`src/logic/periph_consts.svh`:
```
// widths, counts, address map and register offsets
// for the peripheral subsystem
`ifndef PERIPH_CONSTS_SVH
`define PERIPH_CONSTS_SVH

`define PERIPH_ADDR_W       12
`define PERIPH_DATA_W       32
`define PERIPH_NUM_SRC      8
`define PERIPH_NUM_TGT      2
`define PERIPH_PRIO_W       3
`define PERIPH_NUM_TIMER    2
`define PERIPH_REGION_W     2

// regions, taken from address bits 11:10
`define PERIPH_REG_IRQ      2'd0
`define PERIPH_REG_TIMER    2'd1
`define PERIPH_REG_SPI      2'd2
`define PERIPH_REG_ETH      2'd3

// interrupt source numbers
`define PERIPH_SRC_EXT0     1
`define PERIPH_SRC_EXT1     2
`define PERIPH_SRC_TIMER0   3

// interrupt controller offsets
`define PERIPH_IRQ_PRIO_BASE    12'h000
`define PERIPH_IRQ_PENDING      12'h080
`define PERIPH_IRQ_ENABLE_BASE  12'h100
`define PERIPH_IRQ_THRESH_BASE  12'h200
`define PERIPH_IRQ_CLAIM_BASE   12'h204

// timer offsets, one block of 0x10 per channel
`define PERIPH_TMR_STRIDE   12'h010
`define PERIPH_TMR_COUNT    12'h000
`define PERIPH_TMR_COMPARE  12'h004
`define PERIPH_TMR_CTRL     12'h008
`define PERIPH_TMR_EN_BIT     0
`define PERIPH_TMR_CLR_BIT    1
`define PERIPH_TMR_MATCH_BIT  2

`endif

```
`src/logic/periph_pkg.sv`:
```
// vector types and the bus state enum
`include "periph_consts.svh"

package periph_pkg;

    // bus fields
    typedef logic [`PERIPH_ADDR_W-1:0]   addr_t;
    typedef logic [`PERIPH_DATA_W-1:0]   data_t;
    typedef logic [`PERIPH_DATA_W/8-1:0] sel_t;

    // interrupt fields
    typedef logic [`PERIPH_NUM_SRC-1:0]         src_vec_t;
    typedef logic [$clog2(`PERIPH_NUM_SRC)-1:0] src_id_t;
    typedef logic [`PERIPH_PRIO_W-1:0]          prio_t;
    typedef logic [`PERIPH_NUM_TGT-1:0]         tgt_vec_t;

    // address region code
    typedef logic [`PERIPH_REGION_W-1:0] region_t;

    // decoder states
    typedef enum logic {
        IDLE,
        RESP
    } bus_state_t;

endpackage

```
`src/logic/irq_ctrl.sv`:
```
// platform interrupt controller, level sources only
// gateways, priority arbitration, claim/complete, target outputs
`include "periph_consts.svh"

module irq_ctrl (
    input  logic                 clk_i,
    input  logic                 rst_i,
    input  logic                 wr_i,
    input  logic                 rd_i,
    input  periph_pkg::addr_t    off_i,
    input  periph_pkg::data_t    wdata_i,
    input  periph_pkg::sel_t     wmask_i,
    output periph_pkg::data_t    rdata_o,
    input  periph_pkg::src_vec_t src_i,
    output periph_pkg::tgt_vec_t irq_o
);
    import periph_pkg::*;

    prio_t    prio_q   [`PERIPH_NUM_SRC];
    src_vec_t enable_q [`PERIPH_NUM_TGT];
    prio_t    thresh_q [`PERIPH_NUM_TGT];
    src_id_t  winner   [`PERIPH_NUM_TGT];
    src_vec_t pending_q;
    src_vec_t claimed_q;
    src_vec_t claimed_d;
    tgt_vec_t irq_q;
    src_vec_t prio_hit;
    tgt_vec_t enable_hit;
    tgt_vec_t thresh_hit;
    tgt_vec_t claim_hit;
    logic     pending_hit;
    logic     byte0_wr;

    // all fields live in the low byte
    assign byte0_wr = wr_i && wmask_i[0];

    always_comb begin
        pending_hit = (off_i == `PERIPH_IRQ_PENDING);
        for (int s = 0; s < `PERIPH_NUM_SRC; s++) begin
            prio_hit[s] = (off_i == addr_t'(`PERIPH_IRQ_PRIO_BASE + 4 * s));
        end
        for (int t = 0; t < `PERIPH_NUM_TGT; t++) begin
            enable_hit[t] = (off_i == addr_t'(`PERIPH_IRQ_ENABLE_BASE + 4 * t));
            thresh_hit[t] = (off_i == addr_t'(`PERIPH_IRQ_THRESH_BASE + 8 * t));
            claim_hit[t]  = (off_i == addr_t'(`PERIPH_IRQ_CLAIM_BASE + 8 * t));
        end
    end

    // highest priority above threshold, lowest id wins a tie
    always_comb begin
        prio_t best;
        for (int t = 0; t < `PERIPH_NUM_TGT; t++) begin
            winner[t] = '0;
            best      = thresh_q[t];
            for (int s = 1; s < `PERIPH_NUM_SRC; s++) begin
                if (pending_q[s] && enable_q[t][s] && (prio_q[s] > best)) begin
                    winner[t] = src_id_t'(s);
                    best      = prio_q[s];
                end
            end
        end
    end

    // claim marks the winner, complete releases the written id
    always_comb begin
        claimed_d = claimed_q;
        for (int t = 0; t < `PERIPH_NUM_TGT; t++) begin
            if (rd_i && claim_hit[t] && (winner[t] != '0)) begin
                claimed_d[winner[t]] = 1'b1;
            end
            if (byte0_wr && claim_hit[t]) begin
                claimed_d[wdata_i[$bits(src_id_t)-1:0]] = 1'b0;
            end
        end
        claimed_d[0] = 1'b0;
    end

    always_comb begin
        rdata_o = '0;
        if (pending_hit) begin
            rdata_o[`PERIPH_NUM_SRC-1:0] = pending_q;
        end
        for (int s = 0; s < `PERIPH_NUM_SRC; s++) begin
            if (prio_hit[s]) begin
                rdata_o[`PERIPH_PRIO_W-1:0] = prio_q[s];
            end
        end
        for (int t = 0; t < `PERIPH_NUM_TGT; t++) begin
            if (enable_hit[t]) begin
                rdata_o[`PERIPH_NUM_SRC-1:0] = enable_q[t];
            end
            if (thresh_hit[t]) begin
                rdata_o[`PERIPH_PRIO_W-1:0] = thresh_q[t];
            end
            if (claim_hit[t]) begin
                rdata_o[$bits(src_id_t)-1:0] = winner[t];
            end
        end
    end

    always_ff @(posedge clk_i) begin
        if (rst_i) begin
            for (int s = 0; s < `PERIPH_NUM_SRC; s++) begin
                prio_q[s] <= '0;
            end
            for (int t = 0; t < `PERIPH_NUM_TGT; t++) begin
                enable_q[t] <= '0;
                thresh_q[t] <= '0;
            end
            pending_q <= '0;
            claimed_q <= '0;
            irq_q     <= '0;
        end else begin
            // source 0 stays at priority zero
            for (int s = 1; s < `PERIPH_NUM_SRC; s++) begin
                if (byte0_wr && prio_hit[s]) begin
                    prio_q[s] <= wdata_i[`PERIPH_PRIO_W-1:0];
                end
            end
            for (int t = 0; t < `PERIPH_NUM_TGT; t++) begin
                if (byte0_wr && enable_hit[t]) begin
                    enable_q[t] <= wdata_i[`PERIPH_NUM_SRC-1:0] & ~src_vec_t'(1);
                end
                if (byte0_wr && thresh_hit[t]) begin
                    thresh_q[t] <= wdata_i[`PERIPH_PRIO_W-1:0];
                end
                irq_q[t] <= (winner[t] != '0);
            end
            claimed_q <= claimed_d;
            // level gateway, held off while claimed
            pending_q <= src_i & ~claimed_d & ~src_vec_t'(1);
        end
    end

    assign irq_o = irq_q;

endmodule

```
`src/logic/periph_top.sv`:
```
// peripheral subsystem top level
// wishbone decode, interrupt controller and compare timer
`include "periph_consts.svh"

module periph_top (
    input  logic                          clk_i,
    input  logic                          rst_i,
    input  logic                          cyc_i,
    input  logic                          stb_i,
    input  logic                          we_i,
    input  periph_pkg::addr_t             adr_i,
    input  periph_pkg::data_t             dat_i,
    input  periph_pkg::sel_t              sel_i,
    output periph_pkg::data_t             dat_o,
    output logic                          ack_o,
    output logic                          err_o,
    input  logic [1:0]                    ext_irq_i,
    output periph_pkg::tgt_vec_t          irq_o
);
    import periph_pkg::*;

    logic                         irq_wr;
    logic                         irq_rd;
    logic                         tmr_wr;
    addr_t                        reg_off;
    data_t                        reg_wdata;
    sel_t                         reg_wmask;
    data_t                        irq_rdata;
    data_t                        tmr_rdata;
    logic [`PERIPH_NUM_TIMER-1:0] timer_irq;
    src_vec_t                     irq_src;

    // source 0 is reserved, the old uart/spi slots take the external lines
    assign irq_src[0] = 1'b0;
    assign irq_src[`PERIPH_SRC_EXT1:`PERIPH_SRC_EXT0] = ext_irq_i;
    assign irq_src[`PERIPH_SRC_TIMER0+`PERIPH_NUM_TIMER-1:`PERIPH_SRC_TIMER0] = timer_irq;
    assign irq_src[`PERIPH_NUM_SRC-1:`PERIPH_SRC_TIMER0+`PERIPH_NUM_TIMER] = '0;

    // ----------------------------------------
    // 1. decode
    // ----------------------------------------
    wb_decoder i_wb_decoder (
        .clk_i       ( clk_i     ),
        .rst_i       ( rst_i     ),
        .cyc_i       ( cyc_i     ),
        .stb_i       ( stb_i     ),
        .we_i        ( we_i      ),
        .adr_i       ( adr_i     ),
        .dat_i       ( dat_i     ),
        .sel_i       ( sel_i     ),
        .dat_o       ( dat_o     ),
        .ack_o       ( ack_o     ),
        .err_o       ( err_o     ),
        .irq_wr_o    ( irq_wr    ),
        .irq_rd_o    ( irq_rd    ),
        .tmr_wr_o    ( tmr_wr    ),
        // timer reads have no side effects
        .tmr_rd_o    (           ),
        .off_o       ( reg_off   ),
        .wdata_o     ( reg_wdata ),
        .wmask_o     ( reg_wmask ),
        .irq_rdata_i ( irq_rdata ),
        .tmr_rdata_i ( tmr_rdata )
    );

    // ----------------------------------------
    // 2. interrupt controller
    // ----------------------------------------
    irq_ctrl i_irq_ctrl (
        .clk_i   ( clk_i     ),
        .rst_i   ( rst_i     ),
        .wr_i    ( irq_wr    ),
        .rd_i    ( irq_rd    ),
        .off_i   ( reg_off   ),
        .wdata_i ( reg_wdata ),
        .wmask_i ( reg_wmask ),
        .rdata_o ( irq_rdata ),
        .src_i   ( irq_src   ),
        .irq_o   ( irq_o     )
    );

    // ----------------------------------------
    // 3. timer
    // ----------------------------------------
    timer_unit i_timer_unit (
        .clk_i       ( clk_i     ),
        .rst_i       ( rst_i     ),
        .wr_i        ( tmr_wr    ),
        .off_i       ( reg_off   ),
        .wdata_i     ( reg_wdata ),
        .wmask_i     ( reg_wmask ),
        .rdata_o     ( tmr_rdata ),
        .timer_irq_o ( timer_irq )
    );

endmodule

```
`src/logic/timer_unit.sv`:
```
// two-channel compare timer
// free running counters with sticky match interrupts
`include "periph_consts.svh"

module timer_unit (
    input  logic                         clk_i,
    input  logic                         rst_i,
    input  logic                         wr_i,
    input  periph_pkg::addr_t            off_i,
    input  periph_pkg::data_t            wdata_i,
    input  periph_pkg::sel_t             wmask_i,
    output periph_pkg::data_t            rdata_o,
    output logic [`PERIPH_NUM_TIMER-1:0] timer_irq_o
);
    import periph_pkg::*;

    data_t                        cnt_q [`PERIPH_NUM_TIMER];
    data_t                        cmp_q [`PERIPH_NUM_TIMER];
    logic [`PERIPH_NUM_TIMER-1:0] en_q;
    logic [`PERIPH_NUM_TIMER-1:0] match_q;
    logic [`PERIPH_NUM_TIMER-1:0] cnt_hit;
    logic [`PERIPH_NUM_TIMER-1:0] cmp_hit;
    logic [`PERIPH_NUM_TIMER-1:0] ctrl_hit;

    // byte-lane write merge
    function automatic data_t merge_bytes(data_t old_val, data_t new_val, sel_t mask);
        data_t res;
        res = old_val;
        for (int b = 0; b < $bits(sel_t); b++) begin
            if (mask[b]) begin
                res[8*b +: 8] = new_val[8*b +: 8];
            end
        end
        return res;
    endfunction

    always_comb begin
        for (int c = 0; c < `PERIPH_NUM_TIMER; c++) begin
            cnt_hit[c]  = (off_i == addr_t'(`PERIPH_TMR_STRIDE * c + `PERIPH_TMR_COUNT));
            cmp_hit[c]  = (off_i == addr_t'(`PERIPH_TMR_STRIDE * c + `PERIPH_TMR_COMPARE));
            ctrl_hit[c] = (off_i == addr_t'(`PERIPH_TMR_STRIDE * c + `PERIPH_TMR_CTRL));
        end
    end

    always_comb begin
        rdata_o = '0;
        for (int c = 0; c < `PERIPH_NUM_TIMER; c++) begin
            if (cnt_hit[c]) begin
                rdata_o = cnt_q[c];
            end
            if (cmp_hit[c]) begin
                rdata_o = cmp_q[c];
            end
            if (ctrl_hit[c]) begin
                rdata_o[`PERIPH_TMR_EN_BIT]    = en_q[c];
                rdata_o[`PERIPH_TMR_MATCH_BIT] = match_q[c];
            end
        end
    end

    always_ff @(posedge clk_i) begin
        if (rst_i) begin
            for (int c = 0; c < `PERIPH_NUM_TIMER; c++) begin
                cnt_q[c] <= '0;
                cmp_q[c] <= '0;
            end
            en_q    <= '0;
            match_q <= '0;
        end else begin
            for (int c = 0; c < `PERIPH_NUM_TIMER; c++) begin
                // wrap to zero on compare
                if (en_q[c]) begin
                    if (cnt_q[c] == cmp_q[c]) begin
                        cnt_q[c]   <= '0;
                        match_q[c] <= 1'b1;
                    end else begin
                        cnt_q[c] <= cnt_q[c] + 1'b1;
                    end
                end
                // bus writes override the count
                if (wr_i && cnt_hit[c]) begin
                    cnt_q[c] <= merge_bytes(cnt_q[c], wdata_i, wmask_i);
                end
                if (wr_i && cmp_hit[c]) begin
                    cmp_q[c] <= merge_bytes(cmp_q[c], wdata_i, wmask_i);
                end
                if (wr_i && ctrl_hit[c] && wmask_i[0]) begin
                    en_q[c] <= wdata_i[`PERIPH_TMR_EN_BIT];
                    if (wdata_i[`PERIPH_TMR_CLR_BIT]) begin
                        match_q[c] <= 1'b0;
                    end
                end
            end
        end
    end

    assign timer_irq_o = match_q;

endmodule

```
`src/logic/wb_decoder.sv`:
```
// wishbone classic slave front end
// region decode, registered ack/err and read data capture
`include "periph_consts.svh"

module wb_decoder (
    input  logic              clk_i,
    input  logic              rst_i,
    input  logic              cyc_i,
    input  logic              stb_i,
    input  logic              we_i,
    input  periph_pkg::addr_t adr_i,
    input  periph_pkg::data_t dat_i,
    input  periph_pkg::sel_t  sel_i,
    output periph_pkg::data_t dat_o,
    output logic              ack_o,
    output logic              err_o,
    output logic              irq_wr_o,
    output logic              irq_rd_o,
    output logic              tmr_wr_o,
    output logic              tmr_rd_o,
    output periph_pkg::addr_t off_o,
    output periph_pkg::data_t wdata_o,
    output periph_pkg::sel_t  wmask_o,
    input  periph_pkg::data_t irq_rdata_i,
    input  periph_pkg::data_t tmr_rdata_i
);
    import periph_pkg::*;

    bus_state_t state_q;
    region_t    region;
    logic       req;
    logic       irq_sel;
    logic       tmr_sel;
    logic       err_sel;
    data_t      rdata_mux;

    // stb is ignored in RESP, one access in flight
    assign req     = (state_q == IDLE) && cyc_i && stb_i;
    assign region  = adr_i[`PERIPH_ADDR_W-1 -: `PERIPH_REGION_W];
    assign irq_sel = (region == `PERIPH_REG_IRQ);
    assign tmr_sel = (region == `PERIPH_REG_TIMER);
    // former spi and ethernet windows
    assign err_sel = (region == `PERIPH_REG_SPI) || (region == `PERIPH_REG_ETH);

    assign irq_wr_o = req && irq_sel && we_i;
    assign irq_rd_o = req && irq_sel && !we_i;
    assign tmr_wr_o = req && tmr_sel && we_i;
    assign tmr_rd_o = req && tmr_sel && !we_i;

    assign off_o   = {{`PERIPH_REGION_W{1'b0}}, adr_i[`PERIPH_ADDR_W-`PERIPH_REGION_W-1:0]};
    assign wdata_o = dat_i;
    assign wmask_o = sel_i;

    // writes and errored reads return zero
    always_comb begin
        rdata_mux = '0;
        if (irq_rd_o) begin
            rdata_mux = irq_rdata_i;
        end else if (tmr_rd_o) begin
            rdata_mux = tmr_rdata_i;
        end
    end

    always_ff @(posedge clk_i) begin
        if (rst_i) begin
            state_q <= IDLE;
            ack_o   <= 1'b0;
            err_o   <= 1'b0;
            dat_o   <= '0;
        end else begin
            case (state_q)
                IDLE: begin
                    if (req) begin
                        state_q <= RESP;
                        ack_o   <= !err_sel;
                        err_o   <= err_sel;
                        dat_o   <= rdata_mux;
                    end
                end
                RESP: begin
                    state_q <= IDLE;
                    ack_o   <= 1'b0;
                    err_o   <= 1'b0;
                end
                default: state_q <= IDLE;
            endcase
        end
    end

endmodule

```
`config.mk`:
```
export PLATFORM = sky130hd
export DESIGN_NAME = periph_top
export DESIGN_NICKNAME = d
export VERILOG_FILES = /design/src/logic/periph_pkg.sv /design/src/logic/irq_ctrl.sv /design/src/logic/periph_top.sv /design/src/logic/timer_unit.sv /design/src/logic/wb_decoder.sv
export VERILOG_INCLUDE_DIRS = /design/src /design/src/logic
export SDC_FILE = /design/constraint.sdc
export NUM_CORES = 1
export LEC_CHECK = 0
export ABC_AREA = 1
export BUFFER_PORTS_ARGS = -buffer_cell sky130_fd_sc_hd__buf_4
export CAP_MARGIN = 0
export CORE_ASPECT_RATIO = 0.75
export CORE_MARGIN = 5
export CORE_UTILIZATION = 32
export CTS_CLUSTER_SIZE = 40
export DETAILED_ROUTE_END_ITERATION = 10
export GPL_ROUTABILITY_DRIVEN = 0
export PLACE_DENSITY = 0.51
export RECOVER_POWER = 25
export SKIP_LAST_GASP = 1
export SLEW_MARGIN = 5
export SYNTH_ARGS = -nofsm -noshare
export SYNTH_HDL_FRONTEND = slang
export SYNTH_SLANG_ARGS = --single-unit
```
`constraint.sdc`:
```
create_clock -name clk_i -period 5.1 [get_ports clk_i]
set_input_delay 0.255 -clock clk_i [delete_from_list [all_inputs] [get_ports clk_i]]
set_output_delay 0.255 -clock clk_i [all_outputs]
set_load 0.01 [all_outputs]
```
==> flow_summary.rst <==
.. list-table::
   :header-rows: 1

   * - Metric
     - Value
   * - Number of nets in the layout
     - approximately 1700
   * - CP top delay family
     - simple AND/OR/NAND/NOR gates
   * - Clock-pin slew reported for the worst setup and hold paths after clock tree synthesis
     - about 0.070 ns
   * - Share of synthesized area spent on multiplexers
     - 0%
   * - Routed Antenna Nets
     - 0
   * - Initial core utilization
     - about a third
   * - Type of origin of the critical path
     - flop
   * - Share of the synthesized area in compound gates (AO/OA/AOI/OAI)
     - ~14%
   * - Leading cell type by number of instances after synthesis
     - sky130_fd_sc_hd__nand2_1
   * - Global-route wire length before repair
     - 68.68 mm
   * - Number of placement rows
     - 63
   * - Worst path arrival time
     - approximately 5.2 ns
   * - Final max-slew violation count
     - 0
   * - Slew headroom
     - roughly an eighth
   * - Worst slew pin tran
     - 1.323 ns
   * - HPWL after detailed placement
     - 36.63 mm
   * - DRT Wirelength
     - roughly 47 mm
   * - Clock Skew
     - 0.02625 ns
   * - Share of Yosys cell area claimed by the top area cell type
     - 39.74%
   * - Pre-CTS setup slack
     - ~0.001 ns
   * - Number of enable-type register cells in the synthesized netlist
     - around 170
   * - Via count of the first global-routing pass
     - ~11000
   * - Root buffer cell
     - sky130_fd_sc_hd__clkbuf_16
   * - Share of synthesized area occupied by flip-flops and latches
     - a little under half
   * - Max IR drop VDD
     - ~220 uV
   * - Overflow left after global routing
     - 0
   * - Via count
     - 11656
   * - Start point of the critical path
     - i_irq_ctrl.prio_q[0][5]
   * - Cell area after placement
     - 14010 sq um
   * - Source of the worst hold timing path
     - dat_i[2]
   * - Top flip-flop cell by instance count after synthesis
     - sky130_fd_sc_hd__edfxtp_1
   * - Die width
     - 240.7 microns
   * - DR DRC count
     - 0
   * - Syn Area/Cell
     - 8.408 sq um
   * - Count of endpoints failing setup in the final report
     - 0
   * - Number of antenna violations at the first check in global routing
     - 1
   * - Static Leakage
     - roughly 5.7 nW
   * - Count of maximum capacitance violations
     - 0
   * - Worst-path cell with the longest stage delay
     - sky130_fd_sc_hd__edfxtp_1
   * - Clock buffers created by TritonCTS
     - 25
   * - Via count normalized by instance count
     - roughly 5.4
   * - Post-synthesis cell count
     - 1519
   * - Count of final hold-check violations
     - 0
   * - XOR/XNOR share of the synthesized area
     - under 10%
   * - Area Overhead vs Synth
     - 16.58%
   * - Number of different library cells in the post-synthesis netlist
     - between 50 and 60
   * - Critical Path Sink Type
     - flop
   * - Top-level port count
     - 91
   * - Startpoint of the most critical register-to-register path
     - i_irq_ctrl.prio_q[0][5]
   * - Fraction of the mapped netlist area in simple logic gates
     - a little under a quarter
   * - Number of port buffers
     - 90
   * - Die Area
     - 44050 sq um
   * - Power density over cell area
     - between 200 and 300 nW/um^2
   * - Count of fill cells added during filler insertion
     - 4088
   * - WP buf/inv
     - 3
   * - Status
     - completed
   * - Multi-input logic area
     - ~5800 sq um
   * - Final period demand of the worst path
     - between 4 and 5 ns
   * - Highest fanout seen on the critical path
     - 7
   * - Pin count of the biggest net entering global routing
     - 43
   * - CTS Sinks
     - approximately 220
   * - Placeable core region
     - slightly below 40000 sq um
   * - Flops & latches, synth
     - ~220
   * - CP peak stage delay
     - 0.50 ns
   * - Worst slack on hold paths
     - between 0.06 and 0.07 ns
   * - Final cycle utilization of the critical path
     - just over 90%
   * - Reg area
     - 6056 sq um
   * - Fin worst setup slack
     - around 0.33 ns
   * - Y dimension of the die
     - 183.0 microns
   * - Total nets after synthesis
     - around 1600
   * - Largest cells by area after synthesis
     - sky130_fd_sc_hd__edfxtp_1 (40%), sky130_fd_sc_hd__nand2_1 (9.0%), sky130_fd_sc_hd__dfxtp_1 (7.7%)
   * - Number of design-rule violations left by the first detailed-router iteration
     - 1372
   * - Max H-tree Level
     - 1
   * - Data required time at the worst endpoint
     - 5.52 ns
   * - WS Path Type
     - reg -> reg
   * - Adder and majority cell fraction of the synthesized area
     - ~2.4%
   * - Leading post-synthesis cells by instance count
     - sky130_fd_sc_hd__nand2_1 (306), sky130_fd_sc_hd__inv_1 (194), sky130_fd_sc_hd__edfxtp_1 (169), sky130_fd_sc_hd__nor2_1 (131), sky130_fd_sc_hd__o21ai_0 (101)
   * - Synth async-reset ratio
     - 0%
   * - Clk buf depth
     - 3
   * - Ratio of cells with drive above 1 in the final layout
     - a little under an eighth
   * - Synth warnings
     - 0
   * - Post-layout instance area
     - around 15000 sq um
   * - Clock latency on the worst-skew pair
     - 0.56 ns
   * - Count of TritonRoute iterations in the first routing pass
     - 6
   * - GRT Overall Usage
     - 20.60%
   * - TritonCTS clock tree
     - built
   * - Largest area contributor in the netlist
     - sky130_fd_sc_hd__edfxtp_1
   * - Cell Area, Synth
     - 12770 sq um
   * - Worst-case register-to-register setup slack
     - approximately 0.33 ns
   * - Critical Path Most Common Cell
     - sky130_fd_sc_hd__nand2_1
   * - F_max
     - roughly 210 MHz
   * - Routed wire length per instance
     - 21.83 microns
   * - Worst min path class
     - in -> reg
   * - Largest family of logic cells by synthesized area
     - simple AND/OR/NAND/NOR gates
-- kinds of logic after synthesis --
logic type      Yosys count
compound gates          304
buf+inv                 255
simple gates            652
flops                   218
fa+ha+maj                24
xor+xnor                 66
-- final timing paths --
kind,depth (start not counted),endpoint
worst max-delay path,29,i_wb_decoder.dat_o[1]
worst min register to register,2,i_wb_decoder.dat_o[8]
worst max register to register,29,i_wb_decoder.dat_o[1]
worst min-delay path,4,i_irq_ctrl.pending_q[2]
-- metal layers --
layer | wire length [microns] | vias up | track usage (%)
met3 | 5619 | 56 | 6.028
met1 | 23380 | 5555 | 34.19
met5 | 0 | - | 0
met2 | 17150 | 593 | 25.87
met4 | 840 | 0 | 3.743
li1 | - | 5452 | -
-- state kept, by name, summed over array words and instances, names as in the netlist --
name and count:
i_irq_ctrl.pending_q 4, i_wb_decoder.err_o 1, i_irq_ctrl.thresh_q 6, i_timer_unit.cmp_q 64, i_timer_unit.timer_irq_o 2, i_irq_ctrl.claimed_q 4, i_timer_unit.cnt_q 64, i_irq_ctrl.prio_q 21
i_timer_unit.en_q 2, i_wb_decoder.state_q 1, i_irq_ctrl.irq_o 2, i_wb_decoder.ack_o 1, i_irq_ctrl.enable_q 14, i_wb_decoder.dat_o 32
-- placed cells by master (no fill, tap or decap), drive strengths merged, types with 7 or more instances in the layout --
master | synthesis | routed
o221ai | 25 | 25
o21ai | 114 | 114
buf | 13 | 75
nand3 | 72 | 72
or2 | 12 | 12
a211oi | 12 | 12
a31oi | 11 | 11
nor3 | 32 | 32
nor4 | 16 | 16
o211ai | 15 | 15
a21oi | 71 | 71
nor2 | 152 | 152
nand2 | 311 | 311
xor2 | 30 | 30
clkinv | 5 | 13
o22ai | 34 | 34
dfxtp | 49 | 49
edfxtp | 169 | 169
o2111ai | 7 | 7
ha | 24 | 24
nand4 | 47 | 47
clkbuf | 36 | 70
xnor2 | 36 | 36
inv | 201 | 202
-- worst min-delay path: cells and delay by family --
| family | cells | cell delay [ns] |
|---|---|---|
| AOI/OAI and AO/OA | 1 | 0.06 |
| buffers and inverters | 1 | 0.10 |
| and+or+nand+nor | 2 | 0.14 |
-- cell type report --
type                       count  area share [%]
antenna                        1         0.01681
tap                          520           4.370
inverter                     206           5.202
clock buffer                  33           4.832
sequential                   218           40.68
multi-input combinational   1046           38.99
clock inverter                13          0.9917
timing repair buffer         115           4.916
-- stage by stage --
stage	util (%)	std cells	total power, mW	TNS, ns
6_report	37.70	2152	4.275	0
5_1_grt	37.69	2151	4.411	-0.2155
4_1_cts	37.76	2144	4.287	0
3_5_place_dp	35.49	2095	2.372	0
3_3_place_gp	35.49	2095	2.367	0
2_1_floorplan	-	1519	2.214	0
-- timing repair --
action,CTS,global route
hold endpoints to repair,3,0
setup endpoints to repair,4,13
resized for setup,1,25
cloned,0,0
hold buffers,3,0
buffers inserted,0,7
pin swaps,0,12
-- power breakdown --
part | leakage, nW | internal (mW) | switching [mW]
logic | 3.19 | 0.103 | 0.215
clock network | 0.425 | 1.15 | 0.779
registers | 2.12 | 1.97 | 0.0630
total | 5.73 | 3.22 | 1.06
Power figures use the tool's default switching activity.
